<file path="config.mk">
export PLATFORM = sky130hd
export DESIGN_NAME = sched_top
export DESIGN_NICKNAME = d
export VERILOG_FILES = /design/src/common/sched_pkg.sv /design/src/rename/free_list.sv /design/src/rename/rename_table.sv /design/src/rename/rename_stage.sv /design/src/hdl/reservation_station.sv /design/src/hdl/sched_top.sv
export SDC_FILE = /design/constraint.sdc
export NUM_CORES = 2
export LEC_CHECK = 0
export BUFFER_PORTS_ARGS = -buffer_cell sky130_fd_sc_hd__buf_2
export CAP_MARGIN = 20
export CELL_PAD_IN_SITES_DETAIL_PLACEMENT = 0
export CELL_PAD_IN_SITES_GLOBAL_PLACEMENT = 1
export CORE_ASPECT_RATIO = 0.7
export CORE_MARGIN = 8
export CORE_UTILIZATION = 40
export CTS_CLUSTER_SIZE = 25
export DETAILED_ROUTE_END_ITERATION = 8
export PLACE_DENSITY_LB_ADDON = 0.1
export SETUP_SLACK_MARGIN = 0.4
export SLEW_MARGIN = 20
export SYNTH_ARGS = -nofsm -noshare
export SYNTH_HDL_FRONTEND = slang
export SYNTH_SLANG_ARGS = --single-unit
export TNS_END_PERCENT = 5
</file>
<file path="constraint.sdc">
create_clock -name clk -period 18.4 [get_ports clk]
set_input_delay 3.68 -clock clk [delete_from_list [all_inputs] [get_ports clk]]
set_output_delay 3.68 -clock clk [all_outputs]
set_load 0.02 [all_outputs]
</file>
<file path="src/common/sched_pkg.sv">
// scheduler package with shared sizes and the instruction, payload and port types
package sched_pkg;

  // ====================
  // sizes
  // ====================
  localparam int NUM_ARCH_REGS = 32;
  localparam int NUM_PHYS_REGS = 48;
  localparam int DECODE_WIDTH  = 2;
  localparam int WB_WIDTH      = 2;
  localparam int COMMIT_WIDTH  = 2;
  localparam int ALU_RS_DEPTH  = 8;
  localparam int MEM_RS_DEPTH  = 4;
  localparam int TAG_W         = 8;

  // free list holds every physical register not mapped by the table
  localparam int FL_DEPTH = NUM_PHYS_REGS - NUM_ARCH_REGS;
  localparam int FL_PTR_W = $clog2(FL_DEPTH);
  localparam int FL_CNT_W = $clog2(FL_DEPTH + 1);

  // ====================
  // basic types
  // ====================
  typedef logic [4:0] areg_t;
  typedef logic [5:0] preg_t;
  typedef logic [3:0] alu_op_t;
  typedef logic [2:0] mem_op_t;

  typedef enum logic {
    CLASS_ALU = 1'b0,
    CLASS_MEM = 1'b1
  } instr_class_e;

  // decoded instruction, register 0 means no operand
  typedef struct packed {
    logic             valid;
    instr_class_e     cls;
    areg_t            src0;
    areg_t            src1;
    areg_t            dest;
    alu_op_t          alu_op;
    mem_op_t          mem_op;
    logic [TAG_W-1:0] tag;
  } sched_instr_t;

  typedef sched_instr_t [DECODE_WIDTH-1:0] sched_req_t;

  // ====================
  // renamed payloads
  // ====================
  typedef struct packed {
    logic [TAG_W-1:0] tag;
    logic             src0_valid;
    preg_t            psrc0;
    logic             src0_rdy;
    logic             src1_valid;
    preg_t            psrc1;
    logic             src1_rdy;
    logic             dest_valid;
    preg_t            pdest;
    preg_t            old_pdest;
  } rs_base_t;

  typedef struct packed {
    rs_base_t base;
    alu_op_t  op;
  } alu_payload_t;

  typedef struct packed {
    rs_base_t base;
    mem_op_t  op;
  } mem_payload_t;

  // writeback and commit ports
  typedef struct packed {
    logic  valid;
    preg_t preg;
  } preg_port_t;

  typedef preg_port_t [WB_WIDTH-1:0]     wb_t;
  typedef preg_port_t [COMMIT_WIDTH-1:0] free_t;

endpackage

</file>
<file path="src/rename/free_list.sv">
// free list FIFO of physical registers with two-wide allocate and two-wide free
`timescale 1ns/1ps

module free_list (
  input  logic                                          clk,
  input  logic                                          rst_n,
  input  logic [sched_pkg::DECODE_WIDTH-1:0]            alloc_req_i,
  output logic                                          alloc_ok_o,
  output sched_pkg::preg_t [sched_pkg::DECODE_WIDTH-1:0] alloc_preg_o,
  input  sched_pkg::free_t                              free_i
);
  import sched_pkg::*;

  preg_t [FL_DEPTH-1:0]                 fifo_q;
  logic [FL_PTR_W-1:0]                  head_q;
  logic [FL_PTR_W-1:0]                  tail_q;
  logic [FL_CNT_W-1:0]                  count_q;
  logic [FL_CNT_W-1:0]                  n_alloc;
  logic [FL_CNT_W-1:0]                  n_free;
  logic [COMMIT_WIDTH-1:0][FL_PTR_W-1:0] free_ptr;

  // a full bundle must always find enough registers
  assign alloc_ok_o = count_q >= FL_CNT_W'(DECODE_WIDTH);

  always_comb begin
    // requesting lanes take consecutive entries from the head
    n_alloc = '0;
    for (int i = 0; i < DECODE_WIDTH; i++) begin
      alloc_preg_o[i] = fifo_q[head_q + n_alloc[FL_PTR_W-1:0]];
      n_alloc         = n_alloc + FL_CNT_W'(alloc_req_i[i]);
    end

    // frees land at the tail in port order
    n_free = '0;
    for (int i = 0; i < COMMIT_WIDTH; i++) begin
      free_ptr[i] = tail_q + n_free[FL_PTR_W-1:0];
      n_free      = n_free + FL_CNT_W'(free_i[i].valid);
    end
  end

  // pointers wrap naturally, depth is a power of two
  always_ff @(posedge clk or negedge rst_n) begin
    if (!rst_n) begin
      head_q  <= '0;
      tail_q  <= '0;
      count_q <= FL_CNT_W'(FL_DEPTH);
      for (int i = 0; i < FL_DEPTH; i++) begin
        fifo_q[i] <= preg_t'(NUM_ARCH_REGS + i);
      end
    end else begin
      head_q  <= head_q + n_alloc[FL_PTR_W-1:0];
      tail_q  <= tail_q + n_free[FL_PTR_W-1:0];
      count_q <= count_q + n_free - n_alloc;
      for (int i = 0; i < COMMIT_WIDTH; i++) begin
        if (free_i[i].valid) begin
          fifo_q[free_ptr[i]] <= free_i[i].preg;
        end
      end
    end
  end

endmodule

</file>
<file path="src/rename/rename_table.sv">
// register alias table with physical ready bits and in-bundle forwarding
`timescale 1ns/1ps

module rename_table (
  input  logic                                           clk,
  input  logic                                           rst_n,
  input  sched_pkg::sched_req_t                          lookup_i,
  input  sched_pkg::preg_t [sched_pkg::DECODE_WIDTH-1:0] new_preg_i,
  input  logic                                           commit_i,
  output sched_pkg::preg_t [sched_pkg::DECODE_WIDTH-1:0] psrc0_o,
  output sched_pkg::preg_t [sched_pkg::DECODE_WIDTH-1:0] psrc1_o,
  output logic [sched_pkg::DECODE_WIDTH-1:0]             src0_rdy_o,
  output logic [sched_pkg::DECODE_WIDTH-1:0]             src1_rdy_o,
  output sched_pkg::preg_t [sched_pkg::DECODE_WIDTH-1:0] old_pdest_o,
  input  sched_pkg::wb_t                                 wb_i
);
  import sched_pkg::*;

  preg_t [NUM_ARCH_REGS-1:0] map_q;
  logic [NUM_PHYS_REGS-1:0]  ready_q;
  logic [DECODE_WIDTH-1:0]   dest_wr;

  always_comb begin
    for (int i = 0; i < DECODE_WIDTH; i++) begin
      dest_wr[i]     = lookup_i[i].valid && (lookup_i[i].dest != '0);
      psrc0_o[i]     = map_q[lookup_i[i].src0];
      psrc1_o[i]     = map_q[lookup_i[i].src1];
      old_pdest_o[i] = map_q[lookup_i[i].dest];
      src0_rdy_o[i]  = ready_q[psrc0_o[i]];
      src1_rdy_o[i]  = ready_q[psrc1_o[i]];

      // older lanes of the same bundle override the table, youngest wins
      for (int j = 0; j < i; j++) begin
        if (dest_wr[j] && (lookup_i[j].dest == lookup_i[i].src0)) begin
          psrc0_o[i]    = new_preg_i[j];
          src0_rdy_o[i] = 1'b0;
        end
        if (dest_wr[j] && (lookup_i[j].dest == lookup_i[i].src1)) begin
          psrc1_o[i]    = new_preg_i[j];
          src1_rdy_o[i] = 1'b0;
        end
        if (dest_wr[j] && (lookup_i[j].dest == lookup_i[i].dest)) begin
          old_pdest_o[i] = new_preg_i[j];
        end
      end
    end
  end

  // ====================
  // table update
  // ====================
  always_ff @(posedge clk or negedge rst_n) begin
    if (!rst_n) begin
      for (int a = 0; a < NUM_ARCH_REGS; a++) begin
        map_q[a] <= preg_t'(a);
      end
      ready_q <= '1;
    end else begin
      for (int w = 0; w < WB_WIDTH; w++) begin
        if (wb_i[w].valid) begin
          ready_q[wb_i[w].preg] <= 1'b1;
        end
      end
      // new mappings start not ready, later lanes overwrite earlier ones
      if (commit_i) begin
        for (int i = 0; i < DECODE_WIDTH; i++) begin
          if (dest_wr[i]) begin
            map_q[lookup_i[i].dest] <= new_preg_i[i];
            ready_q[new_preg_i[i]]  <= 1'b0;
          end
        end
      end
    end
  end

endmodule

</file>
<file path="src/rename/rename_stage.sv">
// rename stage: allocate, look up, hold the renamed bundle and route it to the stations
`timescale 1ns/1ps

module rename_stage (
  input  logic                                                 clk,
  input  logic                                                 rst_n,
  input  sched_pkg::sched_req_t                                req_i,
  output logic                                                 req_ready_o,
  input  sched_pkg::wb_t                                       wb_i,
  input  sched_pkg::free_t                                     free_i,
  output logic [sched_pkg::DECODE_WIDTH-1:0]                   alu_wr_valid_o,
  output sched_pkg::alu_payload_t [sched_pkg::DECODE_WIDTH-1:0] alu_wr_o,
  input  logic                                                 alu_wr_ready_i,
  output logic [sched_pkg::DECODE_WIDTH-1:0]                   mem_wr_valid_o,
  output sched_pkg::mem_payload_t [sched_pkg::DECODE_WIDTH-1:0] mem_wr_o,
  input  logic                                                 mem_wr_ready_i
);
  import sched_pkg::*;

  typedef struct packed {
    logic         valid;
    instr_class_e cls;
    rs_base_t     base;
    alu_op_t      alu_op;
    mem_op_t      mem_op;
  } lane_t;

  lane_t [DECODE_WIDTH-1:0] stage_q;
  lane_t [DECODE_WIDTH-1:0] stage_d;
  lane_t [DECODE_WIDTH-1:0] fresh;
  logic [DECODE_WIDTH-1:0]  req_vld;
  logic [DECODE_WIDTH-1:0]  stage_vld;
  logic [DECODE_WIDTH-1:0]  alloc_req;
  logic                     alloc_ok;
  logic                     drain;
  logic                     accept;
  preg_t [DECODE_WIDTH-1:0] alloc_preg;
  preg_t [DECODE_WIDTH-1:0] psrc0;
  preg_t [DECODE_WIDTH-1:0] psrc1;
  preg_t [DECODE_WIDTH-1:0] old_pdest;
  logic [DECODE_WIDTH-1:0]  src0_rdy;
  logic [DECODE_WIDTH-1:0]  src1_rdy;

  // ====================
  // handshake
  // ====================
  assign drain       = alu_wr_ready_i && mem_wr_ready_i;
  assign req_ready_o = alloc_ok && ((stage_vld == '0) || drain);
  assign accept      = req_ready_o && (req_vld != '0);

  always_comb begin
    for (int i = 0; i < DECODE_WIDTH; i++) begin
      req_vld[i]   = req_i[i].valid;
      stage_vld[i] = stage_q[i].valid;
      alloc_req[i] = accept && req_i[i].valid && (req_i[i].dest != '0);

      fresh[i].valid           = req_i[i].valid;
      fresh[i].cls             = req_i[i].cls;
      fresh[i].alu_op          = req_i[i].alu_op;
      fresh[i].mem_op          = req_i[i].mem_op;
      fresh[i].base.tag        = req_i[i].tag;
      fresh[i].base.src0_valid = req_i[i].src0 != '0;
      fresh[i].base.psrc0      = psrc0[i];
      fresh[i].base.src0_rdy   = src0_rdy[i];
      fresh[i].base.src1_valid = req_i[i].src1 != '0;
      fresh[i].base.psrc1      = psrc1[i];
      fresh[i].base.src1_rdy   = src1_rdy[i];
      fresh[i].base.dest_valid = req_i[i].dest != '0;
      fresh[i].base.pdest      = (req_i[i].dest != '0) ? alloc_preg[i] : '0;
      fresh[i].base.old_pdest  = old_pdest[i];
    end
  end

  // next bundle, with writeback bypass on both new and held sources
  always_comb begin
    if (accept) begin
      stage_d = fresh;
    end else if (drain) begin
      stage_d = '0;
    end else begin
      stage_d = stage_q;
    end
    for (int i = 0; i < DECODE_WIDTH; i++) begin
      for (int w = 0; w < WB_WIDTH; w++) begin
        if (wb_i[w].valid && (stage_d[i].base.psrc0 == wb_i[w].preg)) begin
          stage_d[i].base.src0_rdy = 1'b1;
        end
        if (wb_i[w].valid && (stage_d[i].base.psrc1 == wb_i[w].preg)) begin
          stage_d[i].base.src1_rdy = 1'b1;
        end
      end
    end
  end

  always_ff @(posedge clk or negedge rst_n) begin
    if (!rst_n) begin
      stage_q <= '0;
    end else begin
      stage_q <= stage_d;
    end
  end

  // ====================
  // routing by class
  // ====================
  always_comb begin
    int unsigned na;
    int unsigned nm;
    na             = 0;
    nm             = 0;
    alu_wr_valid_o = '0;
    alu_wr_o       = '0;
    mem_wr_valid_o = '0;
    mem_wr_o       = '0;
    for (int i = 0; i < DECODE_WIDTH; i++) begin
      if (stage_q[i].valid && drain) begin
        if (stage_q[i].cls == CLASS_MEM) begin
          mem_wr_valid_o[nm] = 1'b1;
          mem_wr_o[nm].base  = stage_q[i].base;
          mem_wr_o[nm].op    = stage_q[i].mem_op;
          nm++;
        end else begin
          alu_wr_valid_o[na] = 1'b1;
          alu_wr_o[na].base  = stage_q[i].base;
          alu_wr_o[na].op    = stage_q[i].alu_op;
          na++;
        end
      end
    end
  end

  free_list u_free_list (
    .clk          (clk),
    .rst_n        (rst_n),
    .alloc_req_i  (alloc_req),
    .alloc_ok_o   (alloc_ok),
    .alloc_preg_o (alloc_preg),
    .free_i       (free_i)
  );

  rename_table u_rename_table (
    .clk         (clk),
    .rst_n       (rst_n),
    .lookup_i    (req_i),
    .new_preg_i  (alloc_preg),
    .commit_i    (accept),
    .psrc0_o     (psrc0),
    .psrc1_o     (psrc1),
    .src0_rdy_o  (src0_rdy),
    .src1_rdy_o  (src1_rdy),
    .old_pdest_o (old_pdest),
    .wb_i        (wb_i)
  );

endmodule

</file>
<file path="src/hdl/reservation_station.sv">
// reservation station with wakeup and oldest-first or in-order selection
`timescale 1ns/1ps

module reservation_station #(
  parameter int  DEPTH     = 4,
  parameter bit  IN_ORDER  = 1'b0,
  parameter type PAYLOAD_T = sched_pkg::alu_payload_t
) (
  input  logic                                   clk,
  input  logic                                   rst_n,
  input  logic [sched_pkg::DECODE_WIDTH-1:0]     wr_valid_i,
  input  PAYLOAD_T [sched_pkg::DECODE_WIDTH-1:0] wr_data_i,
  output logic                                   wr_ready_o,
  input  sched_pkg::wb_t                         wb_i,
  input  logic                                   issue_ready_i,
  output logic                                   issue_valid_o,
  output PAYLOAD_T                               issue_data_o
);
  import sched_pkg::*;

  // entries are kept compacted, index 0 is the oldest
  PAYLOAD_T [DEPTH-1:0] ent_q;
  PAYLOAD_T [DEPTH-1:0] ent_d;
  logic [DEPTH-1:0]     vld_q;
  logic [DEPTH-1:0]     vld_d;
  logic [DEPTH-1:0]     cand;
  int                   sel_idx;
  logic                 pop;

  // room for a full bundle
  assign wr_ready_o = !vld_q[DEPTH-DECODE_WIDTH];
  assign pop        = issue_valid_o && issue_ready_i;

  // ====================
  // select
  // ====================
  always_comb begin
    for (int e = 0; e < DEPTH; e++) begin
      cand[e] = vld_q[e]
                && (!ent_q[e].base.src0_valid || ent_q[e].base.src0_rdy)
                && (!ent_q[e].base.src1_valid || ent_q[e].base.src1_rdy)
                && (!IN_ORDER || (e == 0));
    end
    // scan young to old so the oldest candidate wins
    issue_valid_o = 1'b0;
    sel_idx       = 0;
    for (int e = DEPTH - 1; e >= 0; e--) begin
      if (cand[e]) begin
        issue_valid_o = 1'b1;
        sel_idx       = e;
      end
    end
    issue_data_o = ent_q[sel_idx];
  end

  // ====================
  // compact, append, wake
  // ====================
  always_comb begin
    int n;
    n     = 0;
    ent_d = ent_q;
    vld_d = '0;
    for (int e = 0; e < DEPTH; e++) begin
      if (vld_q[e] && !(pop && (sel_idx == e))) begin
        ent_d[n] = ent_q[e];
        vld_d[n] = 1'b1;
        n++;
      end
    end
    // new lanes go behind everything already held
    for (int i = 0; i < DECODE_WIDTH; i++) begin
      if (wr_valid_i[i]) begin
        ent_d[n] = wr_data_i[i];
        vld_d[n] = 1'b1;
        n++;
      end
    end
    for (int e = 0; e < DEPTH; e++) begin
      for (int w = 0; w < WB_WIDTH; w++) begin
        if (wb_i[w].valid && (ent_d[e].base.psrc0 == wb_i[w].preg)) begin
          ent_d[e].base.src0_rdy = 1'b1;
        end
        if (wb_i[w].valid && (ent_d[e].base.psrc1 == wb_i[w].preg)) begin
          ent_d[e].base.src1_rdy = 1'b1;
        end
      end
    end
  end

  always_ff @(posedge clk or negedge rst_n) begin
    if (!rst_n) begin
      vld_q <= '0;
    end else begin
      vld_q <= vld_d;
    end
  end

  always_ff @(posedge clk) begin
    ent_q <= ent_d;
  end

endmodule

</file>
<file path="src/hdl/sched_top.sv">
// scheduler top: rename stage, ALU and memory stations, registered issue ports
`timescale 1ns/1ps

module sched_top (
  input  logic                    clk,
  input  logic                    rst_n,
  input  sched_pkg::sched_req_t   sched_req_i,
  output logic                    sched_ready_o,
  input  sched_pkg::wb_t          wb_i,
  input  sched_pkg::free_t        free_i,
  output logic                    alu_issue_valid_o,
  output sched_pkg::alu_payload_t alu_issue_o,
  input  logic                    alu_ready_i,
  output logic                    mem_issue_valid_o,
  output sched_pkg::mem_payload_t mem_issue_o,
  input  logic                    mem_ready_i
);
  import sched_pkg::*;

  logic [DECODE_WIDTH-1:0]         alu_wr_valid;
  alu_payload_t [DECODE_WIDTH-1:0] alu_wr;
  logic                            alu_wr_ready;
  logic [DECODE_WIDTH-1:0]         mem_wr_valid;
  mem_payload_t [DECODE_WIDTH-1:0] mem_wr;
  logic                            mem_wr_ready;
  logic                            alu_sel_valid;
  alu_payload_t                    alu_sel;
  logic                            mem_sel_valid;
  mem_payload_t                    mem_sel;
  logic                            alu_adv;
  logic                            mem_adv;

  rename_stage u_rename (
    .clk            (clk),
    .rst_n          (rst_n),
    .req_i          (sched_req_i),
    .req_ready_o    (sched_ready_o),
    .wb_i           (wb_i),
    .free_i         (free_i),
    .alu_wr_valid_o (alu_wr_valid),
    .alu_wr_o       (alu_wr),
    .alu_wr_ready_i (alu_wr_ready),
    .mem_wr_valid_o (mem_wr_valid),
    .mem_wr_o       (mem_wr),
    .mem_wr_ready_i (mem_wr_ready)
  );

  reservation_station #(
    .DEPTH     (ALU_RS_DEPTH),
    .IN_ORDER  (1'b0),
    .PAYLOAD_T (alu_payload_t)
  ) alu_rs (
    .clk           (clk),
    .rst_n         (rst_n),
    .wr_valid_i    (alu_wr_valid),
    .wr_data_i     (alu_wr),
    .wr_ready_o    (alu_wr_ready),
    .wb_i          (wb_i),
    .issue_ready_i (alu_adv),
    .issue_valid_o (alu_sel_valid),
    .issue_data_o  (alu_sel)
  );

  reservation_station #(
    .DEPTH     (MEM_RS_DEPTH),
    .IN_ORDER  (1'b1),
    .PAYLOAD_T (mem_payload_t)
  ) mem_rs (
    .clk           (clk),
    .rst_n         (rst_n),
    .wr_valid_i    (mem_wr_valid),
    .wr_data_i     (mem_wr),
    .wr_ready_o    (mem_wr_ready),
    .wb_i          (wb_i),
    .issue_ready_i (mem_adv),
    .issue_valid_o (mem_sel_valid),
    .issue_data_o  (mem_sel)
  );

  // ====================
  // issue registers
  // ====================
  // load when empty or consumed, otherwise hold the item and the station
  assign alu_adv = !alu_issue_valid_o || alu_ready_i;
  assign mem_adv = !mem_issue_valid_o || mem_ready_i;

  always_ff @(posedge clk or negedge rst_n) begin
    if (!rst_n) begin
      alu_issue_valid_o <= 1'b0;
      mem_issue_valid_o <= 1'b0;
    end else begin
      if (alu_adv) begin
        alu_issue_valid_o <= alu_sel_valid;
      end
      if (mem_adv) begin
        mem_issue_valid_o <= mem_sel_valid;
      end
    end
  end

  always_ff @(posedge clk) begin
    if (alu_adv) begin
      alu_issue_o <= alu_sel;
    end
    if (mem_adv) begin
      mem_issue_o <= mem_sel;
    end
  end

endmodule

</file>
==> summary.md <==
| Metric | Value |
|---|---|
| Die area | `233,000 µm²` |
| Post-CTS Setup Bufs | `0` |
| Synth-to-Final Area Change | `8.46%` |
| Delay of the slowest critical-path stage | `1.03 ns` |
| Fmax achieved | `71.6 MHz` |
| Pwr/cell area | `197 nW/µm²` |
| Mapped Avg Cell Area | `8.17 µm²` |
| CP top delay family | `compound AO/OA/AOI/OAI gates` |
| Antenna violations before repair | `41` |
| Starting DRT DRC Count | `17,000` |
| Post-synthesis sequential area ratio | `0.273` |
| Setup TNS | `0 ns` |
| Final setup fails | `0` |
| Top cells by area, synth | `mux4_2, dfxtp_1, dfrtp_1, mux2i_1, a21oi_1` |
| Routed vias | `95,100` |
| Fin crit share | `0.759` |
| Avg WL per Cell | `38.5 µm` |
| CP Class | `in -> reg` |
| Mapped Cells | `10,700` |
| Yosys top cell by area | `mux4_2` |
| Post-CTS sizing | `0` |
| Critical path buffers and inverters | `8` |
| Maximum vdd drop | `250 µV` |
| Type of origin of the critical path | `primary input` |
| Primary FF master, synth | `dfxtp_1` |
| Number of nets still failing antenna checks after routing | `0` |
| Vias/cell | `7.30` |
| I/O pins | `180` |
| Max_slew headroom | `0.0897` |
| Fin. Hold Viols | `0` |
| Vias in the first global route | `85,300` |
| Detailed-route DRC error count | `1` |
| Library cells used by synthesis | `110` |
| Worst hold path class | `reg -> reg` |
| Leakage | `35.9 nW` |
| Core box area | `217,000 µm²` |
| Routed Wire Length | `502,000 µm` |
| DRT Pass-1 Iters | `9` |
| Tmin final | `13.97 ns` |
| Crit path max fanout | `46` |
| RePlAce Congestion | `1.06` |
| Filler Cell Count | `21,400` |
| Total gr overflow | `0` |
| Setup crit end kind | `flip-flop` |
| Clk slew on worst S/H paths | `0.06 ns` |
| Post-DP HPWL | `329,000 µm` |
| Clk sink count | `1,024` |
| Worst-skew pair later-pin latency | `0.83 ns` |
| Max Slew Vio Count | `0` |
| Clock Tree Root | `clkbuf_16` |
| Failing checks | `design-rule violations` |
| #FFs+latches synth | `1,024` |
| Layout cells sized above 1 | `0.156` |
| Asr flop ratio synth | `0.444` |
| Top-count cell post-synth | `nor2_1` |
| Mapped Area | `87,100 µm²` |
| RSZ-0062 raised after global routing | `false` |
| Die height | `406 µm` |
| First-pass GRT wire length | `690,000 µm` |
| Top-area cell type share of the netlist area | `0.113` |
| CTS Buffer Depth | `3` |
| Run status | `finished with violations` |
| Max_cap viols | `0` |
| Fin nets | `10,100` |
| Clock skew | `0.0553 ns` |
| Row Count | `143` |
| List of most frequent post-synthesis cells | `nor2_1, nand2_1, a21oi_1, clkbuf_1, o21ai_0` |
| Largest net degree at the start of global routing | `166` |
| Synth warnings | `0` |
| GRT Overall Usage | `0.408` |
| Worst-margin pin slew | `1.33 ns` |
| Fin cells | `13,000` |
| Total CTS buffers | `121` |
| Die X | `574 µm` |
| Worst EP arrival | `14.67 ns` |
| Worst Path Required | `19.10 ns` |
| Slowest stage cell, crit path | `nor2_1` |
| Hold-fix buffers, CTS | `0` |
| Initial Util | `0.402` |
| CTS tree | `yes` |
| Inst Count DP | `12,800` |
| Synthesized net count | `10,800` |
| Crit-path most repeated cell | `ha_1` |
| H-Tree Depth | `3` |
| Post-synth EDFFs | `81` |
| IO buf count | `179` |
==> stage by stage <==
step / power (mW) / instance area, µm² / hold slack (ns) / util / worst slack, ns
floorplan: 10.8 / 87100 / 0.408 / - / 6.37
global placement: 15.0 / 90000 / 0.431 / 0.415 / 4.37
detailed placement: 15.1 / 90000 / 0.423 / 0.415 / 4.19
CTS: 17.8 / 94300 / 0.439 / 0.435 / 4.97
global route: 19.1 / 94400 / 0.441 / 0.436 / 4.00
finish: 18.6 / 94500 / 0.437 / 0.436 / 4.43
==> power by group <==
part | internal, mW | leakage (nW) | switching (mW) | total (mW)
Sequential | 3.43 | 10.1 | 1.91 | 5.33
Combinational | 3.77 | 23.7 | 6.77 | 10.5
Clock | 1.53 | 2.07 | 1.17 | 2.70
==> final cells by class <==
cell class / count / area (µm²) / area share
diodes: 40 / 100 / 0.00106
clock buffers: 171 / 3460 / 0.0366
clock inverters: 55 / 838 / 0.00887
inverters: 186 / 698 / 0.00739
multi-input cells: 8170 / 58700 / 0.621
flip-flops and latches: 1024 / 23800 / 0.252
well taps: 2900 / 3630 / 0.0384
repair buffers: 490 / 3280 / 0.0347
==> path summary, 6_finish.rpt <==
kind | endpoint | depth (start not counted) | slack [ns] | from
min | mem_issue_o[15] | 0 | 0.44 | mem_rs.ent_q[15]
max | alu_rs.ent_q[66] | 37 | 4.43 | alu_ready_i
min in group asynchronous | u_rename.u_rename_table.map_q[55] | 1 | 2.77 | rst_n
max reg2reg | alu_rs.ent_q[66] | 36 | 6.90 | alu_issue_valid_o
max in group asynchronous | u_rename.stage_q[78] | 4 | 12.60 | rst_n
min reg2reg | mem_issue_o[15] | 0 | 0.44 | mem_rs.ent_q[15]
==> placed cells by master (no fill, tap or decap), types with 40 or more instances in the layout <==
cell       synthesis  routed
o22ai_1          208     205
o211ai_1         201     201
ha_1              44      44
o21ai_0          643     636
nor3_1            88      83
nand2_1         1008     997
a21oi_1         1000     997
mux2_2            63      63
o22a_1           280     280
xnor2_1          298     298
nand3_1          218     207
nand4_1           64      64
nor2b_1           45      43
a22o_1            58      58
dfrtp_1          278     277
nor2_1          1190    1175
a211oi_1         638     636
mux4_2           438     438
dfstp_2          177     177
buf_2             57     172
inv_1            174     173
mux2i_1          620     611
buf_4              2     315
a31oi_1           53      53
a311oi_1          48      48
diode_2            0      40
clkbuf_16          0     122
edfxtp_1          81      81
a22oi_1          303     303
a221oi_1          96      96
nor4_1            51      41
dfxtp_1          488     488
==> sequential cells by signal (all words and copies together) (netlist names), 40 cells and up <==
signal,cells
alu_rs.ent_q,328
u_rename.stage_q,92
u_rename.u_free_list.fifo_q,96
alu_issue_o,41
u_rename.u_rename_table.map_q,192
u_rename.u_rename_table.ready_q,48
mem_rs.ent_q,160
mem_issue_o,40
==> routing by layer <==
metal	share of wire	vias up	track usage
met1	0.41	46900	0.561
met4	0.043	42	0.141
met2	0.36	8167	0.513
met5	0.0020	-	0.0219
li1	-	38600	-
met3	0.19	1424	0.244
==> logic make-up (layout without fill, tap and decap cells) <==
logic type               count (synthesis)  count (layout)  synth area share
multiplexers                          1121            1121             0.193
XOR/XNOR                               343             343            0.0357
AO/OA/AOI/OAI                         3778            3778             0.285
buffers and inverters                 1464             902            0.0641
AND/OR/NAND/NOR                       2878            2878             0.141
flip-flops                            1024            1024             0.273
adder cells (fa/ha/maj)                 50              50           0.00770
other                                    0              40                 0
Power figures use the tool's default switching activity.
